**config.mk**
```make
export PLATFORM = sky130hd
export DESIGN_NAME = knight_nav
export DESIGN_NICKNAME = d
export VERILOG_FILES = /design/src/source/knight_nav_pkg.sv /design/src/source/nav_regs.sv /design/src/source/nav_sequencer.sv /design/src/source/ramp_timer.sv /design/src/source/heading_pid.sv /design/src/source/knight_nav.sv
export VERILOG_INCLUDE_DIRS = /design/src /design/src/source
export SDC_FILE = /design/constraint.sdc
export NUM_CORES = 1
export LEC_CHECK = 0
export ABC_AREA = 0
export BUFFER_PORTS_ARGS = -buffer_cell sky130_fd_sc_hd__buf_2
export CAP_MARGIN = 20
export CORE_MARGIN = 2
export CORE_UTILIZATION = 55
export DETAILED_ROUTE_END_ITERATION = 8
export HOLD_SLACK_MARGIN = 0.1
export PLACE_DENSITY_LB_ADDON = 0.12
export SYNTH_ARGS = -nofsm -noshare
export SYNTH_HDL_FRONTEND = slang
export SYNTH_SLANG_ARGS = --single-unit
```
**constraint.sdc**
```tcl
create_clock -name clk -period 16.8 [get_ports clk]
set_input_delay 1.68 -clock clk [delete_from_list [all_inputs] [get_ports clk]]
set_output_delay 1.68 -clock clk [all_outputs]
set_load 0.05 [all_outputs]
```
**src/source/knight_nav_consts.svh**
```systemverilog
// Shared numeric constants for the drive core; include in RTL and testbench sources.
`ifndef KNIGHT_NAV_CONSTS_SVH
`define KNIGHT_NAV_CONSTS_SVH

////////////////////////////////////////////////////////////////////////////
// Heading controller gains.
////////////////////////////////////////////////////////////////////////////

// Proportional gain, applied to the saturated error.
`define P_COEFF 6'h10
// Derivative gain, applied to the saturated error difference.
`define D_COEFF 5'h07

////////////////////////////////////////////////////////////////////////////
// Speed ramp pacing.
////////////////////////////////////////////////////////////////////////////

// Cycles between two ramp ticks.
`define RAMP_DIV 16
// Forward speed change per tick.
`define FRWRD_STEP 32

// Wishbone register map, word addresses.
`define ADR_CTRL    2'd0
`define ADR_TARGET  2'd1
`define ADR_DESIRED 2'd2
`define ADR_STATUS  2'd3

`endif

```
**src/source/knight_nav_pkg.sv**
```systemverilog
// Types shared by the drive core blocks and the testbench, referenced by scoped name.
package knight_nav_pkg;

  // Heading, unsigned, wraps modulo 4096.
  typedef logic [11:0] hdg_t;
  // Heading error, signed two's complement.
  typedef logic signed [11:0] err_t;
  // Forward speed, unsigned.
  typedef logic [9:0] frwrd_t;
  // Wheel speed, signed.
  typedef logic signed [10:0] spd_t;

  // Sequencer states.
  typedef enum logic [1:0] {
    NAV_IDLE      = 2'b00,
    NAV_RAMP_UP   = 2'b01,
    NAV_CRUISE    = 2'b10,
    NAV_RAMP_DOWN = 2'b11
  } nav_state_e;

  // Wishbone classic request, host to core.
  typedef struct packed {
    logic        cyc;
    logic        stb;
    logic        we;
    logic [1:0]  adr;
    logic [15:0] dat_w;
  } wb_req_t;

  // Wishbone classic response, core to host.
  typedef struct packed {
    logic        ack;
    logic [15:0] dat_r;
  } wb_rsp_t;

  // Drive command held in the register block.
  typedef struct packed {
    logic   go;
    frwrd_t target;
    hdg_t   desired;
  } nav_cmd_t;

endpackage

```
**src/source/nav_regs.sv**
```systemverilog
// Wishbone classic slave with the drive command registers; instantiated by the core top.
`timescale 1ns/1ns
`include "knight_nav_consts.svh"

module nav_regs (
  input  logic                      clk,
  input  logic                      rst_n,
  input  knight_nav_pkg::wb_req_t   wb_req,
  output knight_nav_pkg::wb_rsp_t   wb_rsp,
  input  knight_nav_pkg::nav_state_e nav_state,
  input  knight_nav_pkg::frwrd_t    frwrd,
  output knight_nav_pkg::nav_cmd_t  cmd
);

  logic        ack;
  logic [15:0] dat_r;
  logic        req;
  logic [15:0] rd_data;

  // New request that is not yet acknowledged.
  assign req = wb_req.cyc & wb_req.stb & ~ack;

  // Read data mux.
  // STATUS packs the state under the forward speed.
  always_comb begin
    case (wb_req.adr)
      `ADR_CTRL:    rd_data = {15'd0, cmd.go};
      `ADR_TARGET:  rd_data = {6'd0, cmd.target};
      `ADR_DESIRED: rd_data = {4'd0, cmd.desired};
      default:      rd_data = {4'd0, frwrd, nav_state};
    endcase
  end

  // Ack and register writes share the same edge.
  always_ff @(posedge clk or negedge rst_n) begin
    if (!rst_n) begin
      ack <= 1'b0;
      cmd <= '0;
    end else begin
      ack <= req;
      if (req && wb_req.we) begin
        case (wb_req.adr)
          `ADR_CTRL:    cmd.go <= wb_req.dat_w[0];
          `ADR_TARGET:  cmd.target <= wb_req.dat_w[9:0];
          `ADR_DESIRED: cmd.desired <= wb_req.dat_w[11:0];
          default:      cmd <= cmd;
        endcase
      end
    end
  end

  // Read data is captured with the ack.
  always_ff @(posedge clk) begin
    if (req) dat_r <= rd_data;
  end

  assign wb_rsp = '{ack: ack, dat_r: dat_r};

  // The host drops its request in the ack cycle.
  a_req_dropped : assert property (@(posedge clk) disable iff (!rst_n)
    ack |-> !(wb_req.cyc && wb_req.stb));

endmodule

```
**src/source/nav_sequencer.sv**
```systemverilog
// Drive sequencer FSM with forward-speed ramping; instantiated by the core top.
`timescale 1ns/1ns
`include "knight_nav_consts.svh"

module nav_sequencer (
  input  logic                       clk,
  input  logic                       rst_n,
  input  knight_nav_pkg::nav_cmd_t   cmd,
  input  logic                       tick,
  output logic                       ramp_en,
  output logic                       moving,
  output knight_nav_pkg::frwrd_t     frwrd,
  output knight_nav_pkg::nav_state_e nav_state
);

  knight_nav_pkg::nav_state_e nxt_state;
  knight_nav_pkg::frwrd_t     nxt_frwrd;
  knight_nav_pkg::frwrd_t     floor_spd;
  logic [10:0]                step_up;
  logic [10:0]                floor_up;

  // One step up with a spare bit against wrap.
  assign step_up = {1'b0, frwrd} + 11'(`FRWRD_STEP);

  // Ramp-down floor is the target while go holds and zero otherwise.
  assign floor_spd = cmd.go ? cmd.target : '0;
  assign floor_up  = {1'b0, floor_spd} + 11'(`FRWRD_STEP);

  ////////////////////////////////////////////////////////////////////////////
  // Next state and next forward speed.
  ////////////////////////////////////////////////////////////////////////////
  always_comb begin
    nxt_state = nav_state;
    nxt_frwrd = frwrd;
    case (nav_state)
      knight_nav_pkg::NAV_IDLE: begin
        if (cmd.go) nxt_state = knight_nav_pkg::NAV_RAMP_UP;
      end
      knight_nav_pkg::NAV_RAMP_UP: begin
        // Stop request or a lowered target turns the ramp around.
        if (!cmd.go || frwrd > cmd.target) begin
          nxt_state = knight_nav_pkg::NAV_RAMP_DOWN;
        end else if (tick) begin
          if (step_up >= {1'b0, cmd.target}) begin
            nxt_frwrd = cmd.target;
            nxt_state = knight_nav_pkg::NAV_CRUISE;
          end else begin
            nxt_frwrd = step_up[9:0];
          end
        end
      end
      knight_nav_pkg::NAV_CRUISE: begin
        if (!cmd.go || frwrd > cmd.target) nxt_state = knight_nav_pkg::NAV_RAMP_DOWN;
        else if (frwrd < cmd.target) nxt_state = knight_nav_pkg::NAV_RAMP_UP;
      end
      default: begin
        // Ramp down toward the floor.
        if (cmd.go && frwrd < cmd.target) begin
          nxt_state = knight_nav_pkg::NAV_RAMP_UP;
        end else if (tick) begin
          if ({1'b0, frwrd} <= floor_up) begin
            nxt_frwrd = floor_spd;
            nxt_state = cmd.go ? knight_nav_pkg::NAV_CRUISE : knight_nav_pkg::NAV_IDLE;
          end else begin
            nxt_frwrd = frwrd - 10'(`FRWRD_STEP);
          end
        end
      end
    endcase
  end

  // State, speed and moving flag all load on the same edge.
  always_ff @(posedge clk or negedge rst_n) begin
    if (!rst_n) begin
      nav_state <= knight_nav_pkg::NAV_IDLE;
      frwrd     <= '0;
      moving    <= 1'b0;
    end else begin
      nav_state <= nxt_state;
      frwrd     <= nxt_frwrd;
      moving    <= (nxt_state != knight_nav_pkg::NAV_IDLE);
    end
  end

  // Timer runs only while ramping.
  assign ramp_en = (nav_state == knight_nav_pkg::NAV_RAMP_UP) ||
                   (nav_state == knight_nav_pkg::NAV_RAMP_DOWN);

  // No overshoot while ramping up against a steady target.
  a_no_overshoot : assert property (@(posedge clk) disable iff (!rst_n)
    (nav_state == knight_nav_pkg::NAV_RAMP_UP) && $stable(cmd.target) |-> frwrd <= cmd.target);

  // A stopped drive holds no forward speed.
  a_stopped_frwrd : assert property (@(posedge clk) disable iff (!rst_n)
    !moving |-> (frwrd == '0));

endmodule

```
**src/source/ramp_timer.sv**
```systemverilog
// Ramp pacing timer giving one-cycle ticks while enabled; instantiated by the core top.
`timescale 1ns/1ns
`include "knight_nav_consts.svh"

module ramp_timer (
  input  logic clk,
  input  logic rst_n,
  input  logic ramp_en,
  output logic tick
);

  // Wide enough for the reload value.
  logic [$clog2(`RAMP_DIV)-1:0] cnt;

  ////////////////////////////////////////////////////////////////////////////
  // Down-counter.
  // Zero means unloaded, so the first tick lands RAMP_DIV cycles
  // after enable, then every RAMP_DIV cycles.
  ////////////////////////////////////////////////////////////////////////////
  always_ff @(posedge clk or negedge rst_n) begin
    if (!rst_n) begin
      cnt  <= '0;
      tick <= 1'b0;
    end else if (!ramp_en) begin
      // Held cleared while disabled.
      cnt  <= '0;
      tick <= 1'b0;
    end else begin
      if (cnt == '0) cnt <= ($clog2(`RAMP_DIV))'(`RAMP_DIV - 1);
      else cnt <= cnt - 1'b1;
      // Terminal count.
      tick <= (cnt == ($clog2(`RAMP_DIV))'(1));
    end
  end

endmodule

```
**src/source/heading_pid.sv**
```systemverilog
// Heading PID that turns heading error into left and right wheel speeds; used by the core top.
`timescale 1ns/1ns
`include "knight_nav_consts.svh"

module heading_pid (
  input  logic                   clk,
  input  logic                   rst_n,
  input  knight_nav_pkg::hdg_t   heading,
  input  logic                   heading_vld,
  input  knight_nav_pkg::hdg_t   desired,
  input  logic                   moving,
  input  knight_nav_pkg::frwrd_t frwrd,
  output knight_nav_pkg::spd_t   lft_spd,
  output knight_nav_pkg::spd_t   rght_spd
);

  // Error and its two pipeline stages.
  knight_nav_pkg::err_t error;
  logic signed [9:0]    err_sat_nxt;
  logic signed [9:0]    err_s1, err_s2;
  logic                 vld_s1, vld_s2;
  // Proportional path.
  logic signed [13:0]   p_term;
  // Integral path.
  logic signed [14:0]   err_ext, sum, integrator;
  logic                 ov;
  logic signed [8:0]    i_term;
  // Derivative path.
  logic signed [9:0]    hist1, hist2, prev_err;
  logic signed [10:0]   d_diff;
  logic signed [7:0]    d_diff_sat;
  logic signed [12:0]   d_term;
  // Sum and wheel speeds.
  logic signed [13:0]   pid_term;
  knight_nav_pkg::spd_t frwrd_ext;
  knight_nav_pkg::spd_t raw_lft, raw_rght;

  ////////////////////////////////////////////////////////////////////////////
  // Error and saturation pipeline.
  ////////////////////////////////////////////////////////////////////////////

  // Wraps modulo 4096, so the short way round is taken.
  assign error = desired - heading;

  // Clamp to 10 bits signed.
  assign err_sat_nxt = (!error[11] && |error[10:9]) ? 10'sh1FF :
                       (error[11] && !(&error[10:9])) ? -10'sd512 :
                       error[9:0];

  // Stage one captures a valid sample and stage two follows it.
  always_ff @(posedge clk or negedge rst_n) begin
    if (!rst_n) begin
      vld_s1 <= 1'b0;
      vld_s2 <= 1'b0;
      err_s1 <= '0;
      err_s2 <= '0;
    end else begin
      vld_s1 <= heading_vld;
      vld_s2 <= vld_s1;
      if (heading_vld) err_s1 <= err_sat_nxt;
      if (vld_s1) err_s2 <= err_s1;
    end
  end

  // P term.
  assign p_term = err_s2 * $signed(`P_COEFF);

  ////////////////////////////////////////////////////////////////////////////
  // Integrator.
  ////////////////////////////////////////////////////////////////////////////
  assign err_ext = {{5{err_s2[9]}}, err_s2};
  assign sum     = err_ext + integrator;

  // Overflow only when both addends share a sign the sum lacks.
  assign ov = ~(err_ext[14] ^ integrator[14]) & (err_ext[14] ^ sum[14]);

  // Holds on overflow; cleared while stopped.
  always_ff @(posedge clk or negedge rst_n) begin
    if (!rst_n) integrator <= '0;
    else if (!moving) integrator <= '0;
    else if (vld_s2 && !ov) integrator <= sum;
  end

  assign i_term = integrator[14:6];

  ////////////////////////////////////////////////////////////////////////////
  // Derivative.
  ////////////////////////////////////////////////////////////////////////////

  // History of the last three valid samples.
  always_ff @(posedge clk or negedge rst_n) begin
    if (!rst_n) begin
      hist1    <= '0;
      hist2    <= '0;
      prev_err <= '0;
    end else if (vld_s2) begin
      hist1    <= err_s2;
      hist2    <= hist1;
      prev_err <= hist2;
    end
  end

  // One spare bit so the difference cannot wrap.
  assign d_diff = {err_s2[9], err_s2} - {prev_err[9], prev_err};

  assign d_diff_sat = (!d_diff[10] && |d_diff[9:7]) ? 8'sh7F :
                      (d_diff[10] && !(&d_diff[9:7])) ? -8'sd128 :
                      d_diff[7:0];

  assign d_term = d_diff_sat * $signed(`D_COEFF);

  ////////////////////////////////////////////////////////////////////////////
  // Sum and wheel speeds.
  ////////////////////////////////////////////////////////////////////////////

  // P is halved before the sum.
  assign pid_term = {p_term[13], p_term[13:1]} + {{5{i_term[8]}}, i_term} +
                    {d_term[12], d_term};

  assign frwrd_ext = {1'b0, frwrd};

  // Zero while stopped.
  assign raw_lft  = moving ? frwrd_ext + pid_term[13:3] : '0;
  assign raw_rght = moving ? frwrd_ext - pid_term[13:3] : '0;

  // A wrap to negative against the correction sign clamps to full speed.
  assign lft_spd  = (!pid_term[13] && raw_lft[10]) ? 11'sh3FF : raw_lft;
  assign rght_spd = (pid_term[13] && raw_rght[10]) ? 11'sh3FF : raw_rght;

  // A positive correction never leaves the left wheel below the forward speed.
  a_lft_not_slow : assert property (@(posedge clk) disable iff (!rst_n)
    moving && !pid_term[13] |-> lft_spd >= frwrd_ext);

endmodule

```
**src/source/knight_nav.sv**
```systemverilog
// Top of the heading-hold drive core, connecting registers, sequencer, timer and PID.
`timescale 1ns/1ns

module knight_nav (
  input  logic                    clk,
  input  logic                    rst_n,
  input  knight_nav_pkg::wb_req_t wb_req,
  output knight_nav_pkg::wb_rsp_t wb_rsp,
  input  knight_nav_pkg::hdg_t    heading,
  input  logic                    heading_vld,
  output knight_nav_pkg::spd_t    lft_spd,
  output knight_nav_pkg::spd_t    rght_spd,
  output logic                    moving
);

  // Command from the register block.
  knight_nav_pkg::nav_cmd_t   cmd;
  // Sequencer status.
  knight_nav_pkg::nav_state_e nav_state;
  knight_nav_pkg::frwrd_t     frwrd;
  // Ramp pacing handshake.
  logic                       ramp_en;
  logic                       tick;

  ////////////////////////////////////////////////////////////////////////////
  // Host registers.
  ////////////////////////////////////////////////////////////////////////////
  nav_regs regs_i (
    .clk       (clk),
    .rst_n     (rst_n),
    .wb_req    (wb_req),
    .wb_rsp    (wb_rsp),
    .nav_state (nav_state),
    .frwrd     (frwrd),
    .cmd       (cmd)
  );

  ////////////////////////////////////////////////////////////////////////////
  // Speed sequencing.
  ////////////////////////////////////////////////////////////////////////////
  nav_sequencer seq_i (
    .clk       (clk),
    .rst_n     (rst_n),
    .cmd       (cmd),
    .tick      (tick),
    .ramp_en   (ramp_en),
    .moving    (moving),
    .frwrd     (frwrd),
    .nav_state (nav_state)
  );

  ramp_timer timer_i (
    .clk     (clk),
    .rst_n   (rst_n),
    .ramp_en (ramp_en),
    .tick    (tick)
  );

  // Heading controller.
  heading_pid pid_i (
    .clk         (clk),
    .rst_n       (rst_n),
    .heading     (heading),
    .heading_vld (heading_vld),
    .desired     (cmd.desired),
    .moving      (moving),
    .frwrd       (frwrd),
    .lft_spd     (lft_spd),
    .rght_spd    (rght_spd)
  );

endmodule

```
==> key figures <==
Placed design
  – Port-buffer cells: 67
  – Pre-CTS WS: 6.03 ns
  – Final HPWL DP: 17.1 mm
  – Gp weighted congestion: 0.883
  – Count of placed standard cells including taps: 1340

Timing
  – Post-route setup slack: 5.57 ns
  – Unrepaired setup endpoints after global routing: no
  – Min cycle time layout: 11.23 ns
  – Fin crit share: 66.8%
  – Final hold violations: 0
  – Fmax: 0.0891 GHz
  – Setup Viol. Count Final: 0
  – Rel. slew slack: 32.5%
  – Fin. max-slew vios: 0
  – Setup_tns: 0 ns
  – Worst-Margin Slew: 1.01 ns
  – Clock Skews: 0.00937 ns

Critical path
  – Top cell by count, worst path: inv_1
  – Required @ worst endpoint: 15.12 ns
  – WP data arrival: 9.55 ns
  – CP Launch Type: flip-flop
  – Crit path from: pid_i.err_s2[0]
  – Largest stage delay, worst path: 0.67 ns
  – Capturing point of the worst reg2reg path: seq_i.frwrd[3]
  – R2R Path Start: regs_i.cmd[22]
  – Critical Path Sink: rght_spd[9]
  – Crit path kind: reg -> out
  – Reg2Reg Depth: 13
  – Flop-to-flop setup slack: 13.18 ns
  – CP max FO: 10
  – Nature of the critical path endpoint: output pin
  – Worst path slowest cell: nor4_1

Final layout
  – Area grow syn2layout: 11.2%
  – Layout Utilization: 61.9%
  – Antenna diodes: 0
  – Share of post-route cells with drive strength above 1: 14.8%
  – Leading cell type in the layout, fill and taps excluded: ha_1
  – Final net count: 1305
  – Post-Layout Cell Count: 1373
  – Commonest cells after routing, fill and taps aside: ha_1, dfrtp_1, inv_1
  – Storage cell area: 3090 um2
  – Area occupied by multi-input gates: 6310 um2
  – Filler cells: 1544

Die
  – Chip height: 138 um
  – Row Count: 49
  – # IOs: 76
  – CORE AREA: 17800 um2
  – Die area: 19100 um2
  – Starting density of the core: 55.6%
  – Die W: 138 um

Synthesis
  – Post-synthesis instance total: 1072
  – Unique masters post-synth: 71
  – Synthesized area per cell: 9.26 um2
  – Yosys Warn Count: 0
  – Sequential-to-total area share from yosys stat: 31.1%
  – Synth Flop Type: dfrtp_1
  – Mapped cell area: 9930 um2
  – Synth Register Bits: 121
  – Asr flop ratio synth: 90.1%
  – EDFF count, synth: 12

Clock network
  – Number of CTS-inserted buffers: 17
  – Post-CTS resize count: 0
  – Clk buf depth: 2
  – Clk Latency, worst-skew pair: 0.42 ns
  – Root Driver: clkbuf_16
  – CTS tree: done
  – Post-CTS Setup Bufs: 0
  – Reg clk slew, reported paths: 0.06 ns
  – CTS Hold Buffers Added: 0
  – Sink Count: 121
  – # H-tree levels: 4

Detailed routing
  – Drt first pass iters: 5
  – Drt drc: 0
  – DR WL/cell: 16.1 um
  – Post-Route WL: 22.1 mm
  – Vias: 7624
  – Vias/cell: 5.55
  – Initial DRC count: 415
  – Antenna-violating nets left: 0

Global routing
  – Total gr overflow: 0
  – Number of global-route vias before repair: 7221
  – First-pass GRT wire length: 36.2 mm
  – Total track usage: 23.3%
  – Largest net degree at the start of global routing: 81
  – Initial antenna violation count: 1

Run status
  – Outcome: completed

Hold path
  – Hold WC Path Type: reg -> reg

Flow run
  – Max-Cap Viols: 0
-- metrics by stage --
step                hold WS (ns)  cell area (um2)
floorplan                  0.433             9940
global placement           0.461            10400
detailed placement         0.472            10400
CTS                        0.485            11000
global route               0.509            11000
finish                     0.483            11000
-- kinds of logic (layout without fill, tap and decap cells) --
logic type | count (synthesis) | count (layout) | share of synthesized area (%)
compound gates | 269 | 269 | 18.1
fa+ha+maj | 138 | 138 | 19.0
flops | 121 | 121 | 31.1
buf+inv | 139 | 208 | 5.49
xor+xnor | 75 | 75 | 6.62
mux | 62 | 62 | 6.89
simple gates | 267 | 267 | 12.8
other cells | 1 | 4 | 0.0378
-- worst min-delay path by stage --
stage                   startpoint                 to  slack, ns  depth (start not counted)
floorplan             pid_i.vld_s1       pid_i.vld_s2       0.43                          0
global placement    pid_i.hist2[4]  pid_i.prev_err[4]       0.46                          2
detailed placement  pid_i.hist2[3]  pid_i.prev_err[3]       0.47                          2
CTS                 pid_i.hist2[1]  pid_i.prev_err[1]       0.49                          2
global route        pid_i.hist2[1]  pid_i.prev_err[1]       0.51                          2
finish              pid_i.hist2[4]  pid_i.prev_err[4]       0.48                          2
-- synthesized netlist by cell type, drive strengths merged, types with 5 or more instances --
library cell,n,area share [%]
ha,117,15
o21bai,9,0.68
nand4,6,0.38
nor2b,18,1.1
a22o,15,1.3
and2,7,0.44
a21o,26,2.0
xnor2,53,4.7
buf,10,0.59
nor3,19,0.96
o21ai,79,4.0
fa,21,4.2
nand2,83,3.1
mux2i,20,2.0
xor2,22,1.9
nand3,14,0.76
dfrtp,109,27
a31oi,11,0.84
nor2,72,2.7
o21a,12,0.91
a211oi,9,0.78
mux2,41,4.7
nand2b,14,0.96
or2,6,0.38
o31ai,7,0.53
clkbuf,24,0.91
a21boi,5,0.42
or3,5,0.32
edfxtp,12,3.6
a21oi,59,3.1
o211ai,8,0.79
inv,105,4.0
and3,10,0.63
-- final cells by class --
class | instances | area share (%)
Inverter | 105 | 3.59
Clock buffer | 17 | 3.85
Sequential cell | 121 | 28.0
Multi-Input combinational cell | 815 | 57.2
Clock inverter | 15 | 1.35
Timing Repair Buffer | 71 | 3.45
Tap cell | 229 | 2.60
-- worst max-delay path, delay by kind of cell (launching register included) --
family	cells	cell delay, ns
buffers and inverters	7	0.82
and+or+nand+nor	5	1.46
DFF	1	0.40
AOI/OAI and AO/OA	15	3.02
adders and majority gates	8	2.95
xor gates and xnor gates	2	0.47
-- per-layer routing --
layer	up-vias	share of wire [%]	global-route usage [%]
met5	-	0	0
met4	0	1.2	5.85
met3	24	3.7	3.43
met2	133	49	40.4
met1	3602	46	31.0
li1	3865	-	-
-- registers in the layout, indices dropped and copies added (netlist names), 2 cells and up --
signal and cells:
pid_i.hist2 10, pid_i.err_s2 10, seq_i.frwrd 10, pid_i.err_s1 10
seq_i.nav_state 2, pid_i.prev_err 10, pid_i.hist1 10, pid_i.integrator 15
regs_i.cmd 23, timer_i.cnt 4, regs_i.dat_r 12
Power is left out: the tool's default activity adds up to more than one toggle a clock period on the data nets, which glitch-free logic cannot reach.
